===== src/rtl/bexkat_bus_pkg.sv =====
package bexkat_bus_pkg;

  typedef logic [31:0] bus_addr_t; // byte address
  typedef logic [15:0] bus_data_t;

  typedef struct packed {
    bus_addr_t address;
    logic      read;
    logic      write;
    bus_data_t writedata;
  } bus_req_t;

  typedef struct packed {
    logic      done; // one cycle per transfer
    bus_data_t readdata;
  } bus_rsp_t;

  localparam bus_addr_t default_reset_pc = 32'hffc0_0000; // monitor base

endpackage


===== src/rtl/bexkat_isa_pkg.sv =====
package bexkat_isa_pkg;

  typedef logic [31:0] word_t;
  typedef logic [4:0] reg_addr_t;

  typedef enum logic [2:0] {
    mode_regind = 3'd2,
    mode_reg    = 3'd3,
    mode_inh    = 3'd4,
    mode_imm    = 3'd5
  } ir_mode_e;

  typedef enum logic [2:0] {
    op_nop = 3'd0,
    op_cmp = 3'd2, // flags only
    op_inc = 3'd3,
    op_dec = 3'd4,
    op_mov = 3'd7
  } inh_op_e;

  typedef enum logic [2:0] {
    op_bra  = 3'd0,
    op_beq  = 3'd1,
    op_bne  = 3'd2,
    op_blt  = 3'd3,
    op_bge  = 3'd4,
    op_ldis = 3'd7
  } imm_op_e;

  typedef enum logic [2:0] {
    op_st = 3'd2,
    op_ld = 3'd3
  } mem_op_e;

  typedef enum logic [3:0] {
    alu_and = 4'd0,
    alu_or  = 4'd1,
    alu_add = 4'd2,
    alu_sub = 4'd3,
    alu_xor = 4'd4,
    alu_shl = 4'd5,
    alu_shr = 4'd6 // logical
  } alu_func_e;

  typedef struct packed {
    logic carry; // borrow on sub
    logic negative;
    logic overflow;
    logic zero;
  } ccr_t;

  typedef struct packed {
    ir_mode_e  mode;
    logic [2:0] op;
    reg_addr_t rb;
    reg_addr_t ra;
  } ir_head_t;

  // second halfword, read per mode
  typedef union packed {
    struct packed {
      alu_func_e func;
      logic [6:0] pad;
      reg_addr_t rc;
    } alu_view;
    logic [15:0] imm_view;
  } ir_ext_u;

endpackage


===== src/rtl/bexkat_alu.sv =====
`timescale 1ns/10ps

module bexkat_alu (
  input  bexkat_isa_pkg::word_t     a,
  input  bexkat_isa_pkg::word_t     b,
  input  bexkat_isa_pkg::alu_func_e func,
  output bexkat_isa_pkg::word_t     result,
  output bexkat_isa_pkg::ccr_t      flags
);
  import bexkat_isa_pkg::*;

  logic [32:0] sum;
  logic [32:0] diff;
  logic        carry;
  logic        overflow;

  assign sum  = {1'b0, a} + {1'b0, b};
  assign diff = {1'b0, a} - {1'b0, b}; // bit 32 is the borrow

  always_comb begin
    carry    = 1'b0;
    overflow = 1'b0;
    case (func)
      alu_and: result = a & b;
      alu_or:  result = a | b;
      alu_add: begin
        result   = sum[31:0];
        carry    = sum[32];
        overflow = (a[31] == b[31]) && (result[31] != a[31]);
      end
      alu_sub: begin
        result   = diff[31:0];
        carry    = diff[32];
        overflow = (a[31] != b[31]) && (result[31] != a[31]);
      end
      alu_xor: result = a ^ b;
      alu_shl: result = a << b[4:0];
      alu_shr: result = a >> b[4:0];
      default: result = '0;
    endcase
    flags = '{
      carry:    carry,
      negative: result[31],
      overflow: overflow,
      zero:     (result == '0)
    };
  end

endmodule


===== src/rtl/bexkat_bus_port.sv =====
`timescale 1ns/10ps

module bexkat_bus_port (
  input  logic                      csi_clk,
  input  logic                      rsi_reset_n,
  input  logic                      start,
  input  bexkat_bus_pkg::bus_req_t  req,
  input  logic                      avm_m0_waitrequest,
  input  bexkat_bus_pkg::bus_data_t avm_m0_readdata,
  output bexkat_bus_pkg::bus_rsp_t  rsp,
  output bexkat_bus_pkg::bus_addr_t avm_m0_address,
  output logic                      avm_m0_read,
  output logic                      avm_m0_write,
  output bexkat_bus_pkg::bus_data_t avm_m0_writedata,
  output logic [1:0]                avm_m0_byteenable
);
  import bexkat_bus_pkg::*;

  logic      done_q;
  bus_data_t rdata_q;
  logic      complete;

  assign complete          = (avm_m0_read || avm_m0_write) && !avm_m0_waitrequest;
  assign avm_m0_byteenable = (avm_m0_read || avm_m0_write) ? 2'b11 : 2'b00;
  assign rsp               = '{done: done_q, readdata: rdata_q};

  always_ff @(posedge csi_clk or negedge rsi_reset_n) begin
    if (!rsi_reset_n) begin
      avm_m0_read  <= 1'b0;
      avm_m0_write <= 1'b0;
      done_q       <= 1'b0;
    end else begin
      done_q <= complete;
      if (start) begin
        avm_m0_read  <= req.read;
        avm_m0_write <= req.write;
      end else if (complete) begin
        avm_m0_read  <= 1'b0;
        avm_m0_write <= 1'b0;
      end
    end
  end

  always_ff @(posedge csi_clk) begin
    if (start) begin
      avm_m0_address   <= req.address;
      avm_m0_writedata <= req.writedata;
    end
    if (complete)
      rdata_q <= avm_m0_readdata; // sampled on the completing edge
  end

endmodule


===== src/rtl/bexkat_core.sv =====
`timescale 1ns/10ps

module bexkat_core #(
  parameter bexkat_bus_pkg::bus_addr_t reset_pc = bexkat_bus_pkg::default_reset_pc
) (
  input  logic                      csi_clk,
  input  logic                      rsi_reset_n,
  input  logic                      avm_m0_waitrequest,
  input  bexkat_bus_pkg::bus_data_t avm_m0_readdata,
  output bexkat_bus_pkg::bus_addr_t avm_m0_address,
  output logic                      avm_m0_read,
  output logic                      avm_m0_write,
  output bexkat_bus_pkg::bus_data_t avm_m0_writedata,
  output logic [1:0]                avm_m0_byteenable
);
  import bexkat_isa_pkg::*;
  import bexkat_bus_pkg::*;

  logic      start;
  bus_req_t  req;
  bus_rsp_t  rsp;
  reg_addr_t rd_addr1;
  reg_addr_t rd_addr2;
  reg_addr_t wr_addr;
  logic      wr_en;
  word_t     wr_data;
  word_t     rd_data1;
  word_t     rd_data2;
  word_t     alu_a;
  word_t     alu_b;
  word_t     alu_result;
  alu_func_e alu_func;
  ccr_t      alu_flags;

  bexkat_sequencer #(
    .reset_pc(reset_pc)
  ) seq_i (
    .csi_clk, .rsi_reset_n, .rsp, .rd_data1, .rd_data2, .alu_result, .alu_flags,
    .start, .req, .rd_addr1, .rd_addr2, .wr_en, .wr_addr, .wr_data,
    .alu_a, .alu_b, .alu_func
  );

  bexkat_bus_port bus_i (
    .csi_clk, .rsi_reset_n, .start, .req, .avm_m0_waitrequest, .avm_m0_readdata,
    .rsp, .avm_m0_address, .avm_m0_read, .avm_m0_write, .avm_m0_writedata,
    .avm_m0_byteenable
  );

  bexkat_alu alu_i (
    .a(alu_a), .b(alu_b), .func(alu_func), .result(alu_result), .flags(alu_flags)
  );

  bexkat_regfile regs_i (
    .csi_clk, .rsi_reset_n, .rd_addr1, .rd_addr2, .wr_en, .wr_addr, .wr_data,
    .rd_data1, .rd_data2
  );

endmodule


===== src/rtl/bexkat_regfile.sv =====
`timescale 1ns/10ps

module bexkat_regfile (
  input  logic                      csi_clk,
  input  logic                      rsi_reset_n,
  input  bexkat_isa_pkg::reg_addr_t rd_addr1,
  input  bexkat_isa_pkg::reg_addr_t rd_addr2,
  input  logic                      wr_en,
  input  bexkat_isa_pkg::reg_addr_t wr_addr,
  input  bexkat_isa_pkg::word_t     wr_data,
  output bexkat_isa_pkg::word_t     rd_data1,
  output bexkat_isa_pkg::word_t     rd_data2
);
  import bexkat_isa_pkg::*;

  word_t regs [32];

  // async read ports
  assign rd_data1 = regs[rd_addr1];
  assign rd_data2 = regs[rd_addr2];

  always_ff @(posedge csi_clk or negedge rsi_reset_n) begin
    if (!rsi_reset_n) begin
      for (int i = 0; i < 32; i++)
        regs[i] <= '0;
    end else if (wr_en) begin
      regs[wr_addr] <= wr_data;
    end
  end

endmodule


===== src/rtl/bexkat_sequencer.sv =====
`timescale 1ns/10ps

module bexkat_sequencer #(
  parameter bexkat_bus_pkg::bus_addr_t reset_pc = bexkat_bus_pkg::default_reset_pc
) (
  input  logic                       csi_clk,
  input  logic                       rsi_reset_n,
  input  bexkat_bus_pkg::bus_rsp_t   rsp,
  input  bexkat_isa_pkg::word_t      rd_data1,
  input  bexkat_isa_pkg::word_t      rd_data2,
  input  bexkat_isa_pkg::word_t      alu_result,
  input  bexkat_isa_pkg::ccr_t       alu_flags,
  output logic                       start,
  output bexkat_bus_pkg::bus_req_t   req,
  output bexkat_isa_pkg::reg_addr_t  rd_addr1,
  output bexkat_isa_pkg::reg_addr_t  rd_addr2,
  output logic                       wr_en,
  output bexkat_isa_pkg::reg_addr_t  wr_addr,
  output bexkat_isa_pkg::word_t      wr_data,
  output bexkat_isa_pkg::word_t      alu_a,
  output bexkat_isa_pkg::word_t      alu_b,
  output bexkat_isa_pkg::alu_func_e  alu_func
);
  import bexkat_isa_pkg::*;
  import bexkat_bus_pkg::*;

  typedef enum logic [2:0] {
    s_fetch_head,
    s_eval_head,
    s_fetch_ext,
    s_eval_ext,
    s_mem_wait
  } state_e;

  state_e    state;
  logic      pending; // fetch issued, waiting for done
  bus_addr_t pc;
  ir_head_t  head;
  ir_ext_u   ext;
  bus_addr_t mar;
  bus_data_t mdr;
  ccr_t      ccr;
  word_t     imm_sext;
  logic      fetch_done;
  logic      mem_phase;
  logic      is_mem;
  logic      is_store;
  logic      take_branch;

  assign imm_sext   = {{16{ext.imm_view[15]}}, ext.imm_view};
  assign fetch_done = pending && rsp.done;
  assign mem_phase  = (state == s_mem_wait);
  assign is_store   = (head.mode == mode_regind) && (mem_op_e'(head.op) == op_st);
  assign is_mem     = is_store || ((head.mode == mode_regind) && (mem_op_e'(head.op) == op_ld));

  always_comb begin
    case (imm_op_e'(head.op))
      op_bra:  take_branch = 1'b1;
      op_beq:  take_branch = ccr.zero;
      op_bne:  take_branch = !ccr.zero;
      op_blt:  take_branch = (ccr.negative != ccr.overflow);
      op_bge:  take_branch = (ccr.negative == ccr.overflow);
      default: take_branch = 1'b0; // ldis
    endcase
  end

  // only sampled by the bus port while start is high
  assign req = '{
    address:   mem_phase ? mar : pc,
    read:      !(mem_phase && is_store),
    write:     mem_phase && is_store,
    writedata: mdr
  };

  always_ff @(posedge csi_clk or negedge rsi_reset_n) begin
    if (!rsi_reset_n) begin
      state   <= s_fetch_head;
      pending <= 1'b0;
      start   <= 1'b0;
      pc      <= reset_pc;
      ccr     <= '0;
    end else begin
      start <= 1'b0;
      case (state)
        s_fetch_head, s_fetch_ext: begin
          if (!pending) begin
            start   <= 1'b1;
            pending <= 1'b1;
          end else if (rsp.done) begin
            pending <= 1'b0;
            pc      <= pc + 32'd2;
            state   <= (state == s_fetch_head) ? s_eval_head : s_eval_ext;
          end
        end
        s_eval_head: begin
          case (head.mode)
            mode_reg, mode_imm, mode_regind: state <= s_fetch_ext;
            default: begin
              if (head.mode == mode_inh && inh_op_e'(head.op) == op_cmp)
                ccr <= alu_flags;
              state <= s_fetch_head; // unknown modes fall through as nop
            end
          endcase
        end
        s_eval_ext: begin
          state <= s_fetch_head;
          if (head.mode == mode_imm && take_branch)
            pc <= alu_result; // pc already past second word
          if (is_mem) begin
            start <= 1'b1;
            state <= s_mem_wait;
          end
        end
        s_mem_wait: begin
          if (rsp.done)
            state <= s_fetch_head;
        end
        default: state <= s_fetch_head;
      endcase
    end
  end

  always_ff @(posedge csi_clk) begin
    if (state == s_fetch_head && fetch_done)
      head <= ir_head_t'(rsp.readdata);
    if (state == s_fetch_ext && fetch_done)
      ext <= ir_ext_u'(rsp.readdata);
    if (state == s_eval_ext) begin
      mar <= alu_result; // rB + offset
      mdr <= rd_data2[15:0]; // low half of rA
    end
  end

  always_comb begin
    rd_addr1 = head.ra;
    rd_addr2 = head.rb;
    alu_a    = rd_data1;
    alu_b    = rd_data2;
    alu_func = alu_add;
    wr_en    = 1'b0;
    wr_addr  = head.ra;
    wr_data  = alu_result;
    case (state)
      s_eval_head: begin
        if (head.mode == mode_inh) begin
          case (inh_op_e'(head.op))
            op_cmp: alu_func = alu_sub;
            op_inc: begin
              alu_b = 32'd1;
              wr_en = 1'b1;
            end
            op_dec: begin
              alu_func = alu_sub;
              alu_b    = 32'd1;
              wr_en    = 1'b1;
            end
            op_mov: begin
              wr_data = rd_data2;
              wr_en   = 1'b1;
            end
            default: ;
          endcase
        end
      end
      s_eval_ext: begin
        case (head.mode)
          mode_reg: begin
            rd_addr1 = head.rb;
            rd_addr2 = ext.alu_view.rc;
            alu_func = ext.alu_view.func;
            wr_en    = 1'b1;
          end
          mode_imm: begin
            alu_a = pc; // branch target
            alu_b = imm_sext;
            if (imm_op_e'(head.op) == op_ldis) begin
              wr_data = imm_sext;
              wr_en   = 1'b1;
            end
          end
          mode_regind: begin
            rd_addr1 = head.rb;
            rd_addr2 = head.ra;
            alu_b    = imm_sext;
          end
          default: ;
        endcase
      end
      s_mem_wait: begin
        if (!is_store) begin
          wr_en   = rsp.done;
          wr_data = {16'h0000, rsp.readdata}; // zero extend
        end
      end
      default: ;
    endcase
  end

endmodule


===== config.mk =====
export PLATFORM = sky130hd
export DESIGN_NAME = bexkat_core
export DESIGN_NICKNAME = d
export VERILOG_FILES = /design/src/rtl/bexkat_bus_pkg.sv /design/src/rtl/bexkat_isa_pkg.sv /design/src/rtl/bexkat_alu.sv /design/src/rtl/bexkat_bus_port.sv /design/src/rtl/bexkat_core.sv /design/src/rtl/bexkat_regfile.sv /design/src/rtl/bexkat_sequencer.sv
export SDC_FILE = /design/constraint.sdc
export NUM_CORES = 2
export LEC_CHECK = 0
export BUFFER_PORTS_ARGS = -buffer_cell sky130_fd_sc_hd__buf_2
export CELL_PAD_IN_SITES_DETAIL_PLACEMENT = 0
export CELL_PAD_IN_SITES_GLOBAL_PLACEMENT = 1
export CORE_ASPECT_RATIO = 0.5
export CORE_MARGIN = 4
export CORE_UTILIZATION = 54
export CTS_CLUSTER_SIZE = 10
export DETAILED_ROUTE_END_ITERATION = 10
export HOLD_SLACK_MARGIN = 0.03
export PLACE_DENSITY_LB_ADDON = 0.1
export SLEW_MARGIN = 20
export SYNTH_ARGS = -nofsm -noshare
export SYNTH_HDL_FRONTEND = slang
export SYNTH_SLANG_ARGS = --single-unit

===== constraint.sdc =====
create_clock -name csi_clk -period 16.3 [get_ports csi_clk]
set_input_delay 1.63 -clock csi_clk [delete_from_list [all_inputs] [get_ports csi_clk]]
set_output_delay 1.63 -clock csi_clk [all_outputs]
set_load 0.05 [all_outputs]

Yosys cells after proc, flatten, opt, wreduce, memory -nomap -nowiden. Index checks and enable logic that the tools add are counted.

Flip-flop bits (word level): 1211. Output and inout port bits: 52. Bits of input ports: 19. Logic and storage cells: 189.

Add/sub/neg operators: 3. Multiplexer cells: 59. Shifts and indexed selects: 2. $lt $le $gt $ge: 4. Bitwise logic cells: 7. Eq/ne operators: 29. Reduce and logical (&&, ||, !) cells: 33.

Operator list (count): bitwise mux 1024 bit (1); 2-to-1 mux 32 bit (19); binary-select mux 32 bit (select 5 bit) (2); case mux 32 bit (7 select lines) (1); demux 32 bit (select 5 bit) (1); case mux 32 bit (2 select lines) (2); case mux 32 bit (3 select lines) (1); adder 32 x 2 -> 32 bit (second input constant) (1); adder 32 bit (1); AND 32 bit (1); zero test 32 bit (1); OR 32 bit (1); << shifter 32 x 5 -> 32 bit (1); right shift 32 x 5 -> 32 bit (1); subtractor 32 bit (1); bitwise XOR 32 bit (1); equality test 3 x 2 -> 1 bit (second input constant) (6); >= comparator 6 bit (second input constant) (3); inverter 5 -> 6 bit (3); equality test 3 bit (second input constant) (5); 2-to-1 mux 5 bit (3); equality test 4 x 3 -> 1 bit (second input constant) (3); logical AND 1 bit (12); 2-to-1 mux 1 bit (12); 26 further kinds (54).

Longest topological paths before layout.
Word-level depth: 16. Depth in mapped cells: 38. Gate-level depth less buffers: 32.

Modules after synthesis. From an unflattened synthesis, not the netlist that was laid out.

Cells, all modules: 6693. Area, all modules: 73993.5 sq um.

By module, submodules not included: bexkat_regfile (area an instance 55781.0 sq um, cells an instance 4605, seq. area each 25624.6 sq um, times used 1); bexkat_alu (area an instance 9315.2 sq um, cells an instance 1380, seq. area each 0.0 sq um, times used 1); bexkat_sequencer (area an instance 6837.8 sq um, cells an instance 631, seq. area each 3415.8 sq um, times used 1); bexkat_bus_port (area an instance 2059.5 sq um, cells an instance 77, seq. area each 1996.9 sq um, times used 1).

Worst setup path before layout. Ideal clock, no wire load.

Path type: reg-to-reg. Start point: register seq_i.state[1]. End point: register regs_i.regs[189] (netlist name). Stages on the path, launching flop included: 35. Buffers on the path: 8. Path slack: 8.551 ns. Data arrival time: 7.616 ns. Clock period less this slack: 7.749 ns. Library setup time: 0.133 ns. Required time: 16.167 ns. Cell sequence: dfrtp_1 buf_4 nand3b_4 inv_4 buf_12 nand4_4 o21a_1 buf_6 buf_2 clkbuf_1 buf_1 clkbuf_1 mux4_2 nand2_1 nand3_1 a31oi_1 nor2_1 a21oi_1 nor2_1 ha_1 or3_1 o31ai_1 o21ai_0 a41o_1 a31o_2 a2111oi_0 nor2_1 a211o_1 and4_1 a221oi_1 xnor2_1 a211o_1 a21oi_1 clkbuf_1 o21ai_0.

Word-level cells in the longest chain between the ends: 15. Elaborated cells between the ends (all ways): 43. Classes of those cells: 2 x add/sub; 9 x eq/ne; 2 x shift; 24 x mux; 5 x bitwise; 1 x reduce/logical.

Ends and longest elaborated chain: from (decl) (line bexkat_sequencer.sv:35) `state_e state;`; from (signal assigned) (line bexkat_sequencer.sv:77) `state <= s_fetch_head;`; from (signal assigned) (line bexkat_sequencer.sv:92) `state <= (state == s_fetch_head) ? s_eval_head : s_eval_ext;`; from (signal assigned) (line bexkat_sequencer.sv:97) `mode_reg, mode_imm, mode_regind: state <= s_fetch_ext;`; equality test 3 x 2 -> 1 bit (line bexkat_sequencer.sv:143) `case (state)`; 2-to-1 mux 5 bit (line bexkat_sequencer.sv:143); inverter 5 -> 6 bit (implied by the code) (line bexkat_regfile.sv:20) `assign rd_data2 = regs[rd_addr2];`; binary-select mux 32 bit (select 5 bit) (line bexkat_regfile.sv:20); 2-to-1 mux 32 bit (implied by the code) (2 in series) (line bexkat_regfile.sv:20); 2-to-1 mux 32 bit (line bexkat_sequencer.sv:146) `case (inh_op_e'(head.op))`; 2-to-1 mux 32 bit (line bexkat_sequencer.sv:145) `if (head.mode == mode_inh) begin`; case mux 32 bit (2 select lines) (line bexkat_sequencer.sv:143); subtractor 32 bit (tied with other cells) (line bexkat_alu.sv:18) `assign diff = {1'b0, a} - {1'b0, b};`; case mux 32 bit (7 select lines) (*) (line bexkat_alu.sv:23) `case (func)`; via alu_i.result[29] (line bexkat_alu.sv:7) `output bexkat_isa_pkg::word_t result,`; 2-to-1 mux 32 bit (on tied branches) (line bexkat_sequencer.sv:176, bexkat_sequencer.sv:146); 2-to-1 mux 32 bit (on tied branches) (line bexkat_sequencer.sv:166, bexkat_sequencer.sv:145); case mux 32 bit (3 select lines) (*) (line bexkat_sequencer.sv:143); bitwise mux 1024 bit (*) (line bexkat_regfile.sv:27) `regs[wr_addr] <= wr_data;`; to (signal, indexed assignment) (line bexkat_regfile.sv:27); to (decl) (line bexkat_regfile.sv:16) `word_t regs [32];`.

Mark *: on every way through the listed nets, which the timed path passes. The rest lies on a longest branch. The select of a mux whose other input is x is not followed. A chain may end at the register's enable or synchronous reset.

Worst setup path after layout.
Start point: register seq_i.state[1]. End point: register regs_i.regs[981] (netlist name).

The elaborated chain is that of the path after synthesis.

==> reports/metrics.csv <==
metric,value,unit
syn_nets,8002,
power_density,115.0,nW/um2
fillers,11448,
drv_slew,0,
holdPathStages,0,
cts.root.buffer_cell,clkbuf_16,
crit_buf_inv,8,
yosysTopAreaCellShare,0.3682,
critPathRequiredTime,16.90,ns
first_pass_iters,8,
status,"complete, no violations",
dieArea,139300,um2
rr_startpoint,seq_i.state[1],
insertion_delay,0.79,ns
pin_count,71,
ant_nets,0,
clock_sinks,1211,
synthArstFlopShare,0.8811,
synth_area_per_cell,9.111,um2
cts_tree,yes,
utilization,0.5896,
critPathKind,flop to flop,
hp-start,seq_i.mdr[1],
core,131700,um2
min_period_over_period,0.6905,
peakVddDrop,0.1071,mV
numCtsBuffers,140,
hold_ws,0.4213,ns
clock_skew,0.05785,ns
final_cell_mix,"1423 x nand2_1, 1056 x dfrtp_1, 930 x o21ai_0",
synth_warnings,0,
die_x,523.8,um
cts_setup_buffers,0,
period_minus_slack,11.26,ns
crit_path_start_kind,flop,
timing_hold_violations_final,0,
slowest_stage,buf_4,
max_stage_delay,0.80,ns
ctsLongestPathBuffers,3,
timing.rr.end,regs_i.regs[981],
crit_arrival,11.86,ns
drt_iter0_drc,10774,
drive_above_1_share,0.1283,
ys_ff_latch,1211,
hpwl,195.8,mm
synth_edf_count,144,
hold_path_end,bus_i.avm_m0_writedata[1],
wl_per_cell,33.69,um
grt_max_degree,172,
yosysSeqAreaShare,0.4321,
rr_worst_depth,33,
start_util,0.5453,
maxCapViolCount,0,
viasPerCell,7.207,
syn-cell-area,71830,um2
vias,67730,
cts_hold_buf,0,
critical-path-top-delay-family,buffers and inverters,
clkTransAtPathRegs,0.06,ns
synth.area.top_cells,"dfrtp_1 37%, nand2_1 7.6%, mux4_2 7.5%, o21ai_0 6.5%, edfxtp_1 6.0%",
netlist_instances,7884,
grt.total_usage,0.4462,
clock.fmax,0.08885,GHz
grt_pass1_wl,451.3,mm
yosys.area.top_type,dfrtp_1,
max-slew-margin-rel,0.1298,
finalSetupTns,0,ns
end_kind,flop,
hp-class,flop to flop,
ff2ff_setup_slack,5.04,ns
io_buffers,70,
grt_pass1_vias,63404,
grt_remaining_overflow,0,
leakagePower,32.17,nW
synth_ff_type,dfrtp_1,
worstMarginPinSlew,1.299,ns
wl,316.7,mm
gp_congestion,1.011,
nNetsFinal,7683,
areaGrowthSynthToFinish,8.121,%
htree_levels,4,
drcViolationCount,0,
path_max_fanout,130,
antenna_found_initial,15,
die_h,265.9,um
cpMostUsedCell,buf_4,
setup_viol,0,
synth_cell_types,119,
grt_setup_unrepaired,false,
std_cell_rows,94,
layout_commonest_cell,nand2_1,
cts_resized,0,
## routing by layer
metal | global-route usage | wire length (um) | vias to the layer above
met5 | 0.01622 | 612 | -
met4 | 0.2219 | 17790 | 20
met3 | 0.2063 | 49650 | 1075
met2 | 0.6163 | 129000 | 5064
met1 | 0.5888 | 119600 | 33488
li1 | - | - | 28083
## per-stage QoR
| step | cell area (um2) | setup slack (ns) | std cells | power (mW) |
|---|---|---|---|---|
| 2_1_floorplan | 71830 | 8.551 | 7884 | 4.844 |
| 3_3_place_gp | 73530 | 5.195 | 9195 | 5.917 |
| 3_5_place_dp | 73630 | 5.435 | 9199 | 5.938 |
| 4_1_cts | 77570 | 5.390 | 9383 | 8.797 |
| 5_1_grt | 77630 | 4.634 | 9385 | 9.153 |
| 6_report | 77660 | 5.045 | 9398 | 8.932 |
## cell type report
type	count	area (um2)	area share
repair buffers	286	2151	0.02769
clock buffers	168	3630	0.04674
multi-input cells	5790	37760	0.4862
diodes	15	37.54	0.0004833
flip-flops and latches	1211	31040	0.3997
clock inverters	16	310.3	0.003995
inverters	136	514.2	0.006621
well taps	1776	2222	0.02861
## flip-flops by register name, summed over array words and instances (netlist names)
| name | cells |
|---|---|
| seq_i.mar | 32 |
| seq_i.wr_addr | 5 |
| bus_i.rdata_q | 16 |
| seq_i.pending | 1 |
| seq_i.head | 11 |
| bus_i.avm_m0_address | 32 |
| bus_i.done_q | 1 |
| regs_i.regs | 1024 |
| seq_i.start | 1 |
| seq_i.ext | 16 |
| seq_i.ccr | 3 |
| bus_i.avm_m0_write | 1 |
| seq_i.pc | 32 |
| seq_i.state | 3 |
| bus_i.avm_m0_writedata | 16 |
| bus_i.avm_m0_read | 1 |
| seq_i.mdr | 16 |
## cells by family after synthesis
| logic type | Yosys count | synth area share |
|---|---|---|
| AOI/OAI and AO/OA | 2422 | 0.2124 |
| buffers and inverters | 883 | 0.05208 |
| adders and majority gates | 99 | 0.01745 |
| DFF | 1211 | 0.4321 |
| xor gates and xnor gates | 29 | 0.003536 |
| muxes | 563 | 0.1214 |
| and+or+nand+nor | 2677 | 0.1610 |
## where the power goes
| group | total, mW | internal (mW) | switching, mW | leakage (nW) |
|---|---|---|---|---|
| Sequential | 3.28 | 3.18 | 0.103 | 16.2 |
| Clock | 2.89 | 1.59 | 1.30 | 1.90 |
| Combinational | 2.76 | 0.678 | 2.08 | 14.1 |
## worst max-delay path by stage
stage               cells after the start            from          endpoint
floorplan                              34  seq_i.state[1]  regs_i.regs[189]
detailed placement                     33  seq_i.state[1]  regs_i.regs[917]
global route                           33  seq_i.state[2]  regs_i.regs[981]
finish                                 33  seq_i.state[1]  regs_i.regs[981]
global placement                       32  seq_i.state[1]  regs_i.regs[318]
CTS                                    32  seq_i.state[1]  regs_i.regs[734]
## cell usage after synthesis, types with 21 or more instances
library cell  count
buf_1            75
a221oi_1         85
o31ai_1          21
o21ai_0         931
a311oi_1         93
a31o_2           21
mux4_2          239
a21oi_1         501
nand3_1         194
inv_1           127
nand2_1        1445
buf_4            26
ha_1             97
a311o_1          29
a211oi_1        205
o211ai_1         21
o22ai_1          65
o32a_1           25
clkbuf_1        496
mux2_2           70
nor2_1          524
a31oi_1          75
nor4_1           22
o21ai_1          45
and3_1          179
dfrtp_1        1057
nand2b_1         25
nor3_1          141
buf_2           126
mux2i_1         252
or3_1            40
edfxtp_1        144
a22oi_1          36
## worst register-to-register path, delay by kind of cell (launching register included)
| kind | cells | cell delay (ns) |
|---|---|---|
| flip-flops | 1 | 0.49 |
| XOR/XNOR | 1 | 0.42 |
| buffers and inverters | 8 | 3.89 |
| adder cells (fa/ha/maj) | 1 | 0.44 |
| multiplexers | 2 | 0.71 |
| AO/OA/AOI/OAI | 11 | 3.59 |
| AND/OR/NAND/NOR | 10 | 1.52 |
No activity file was read; power rests on OpenSTA's default activity.
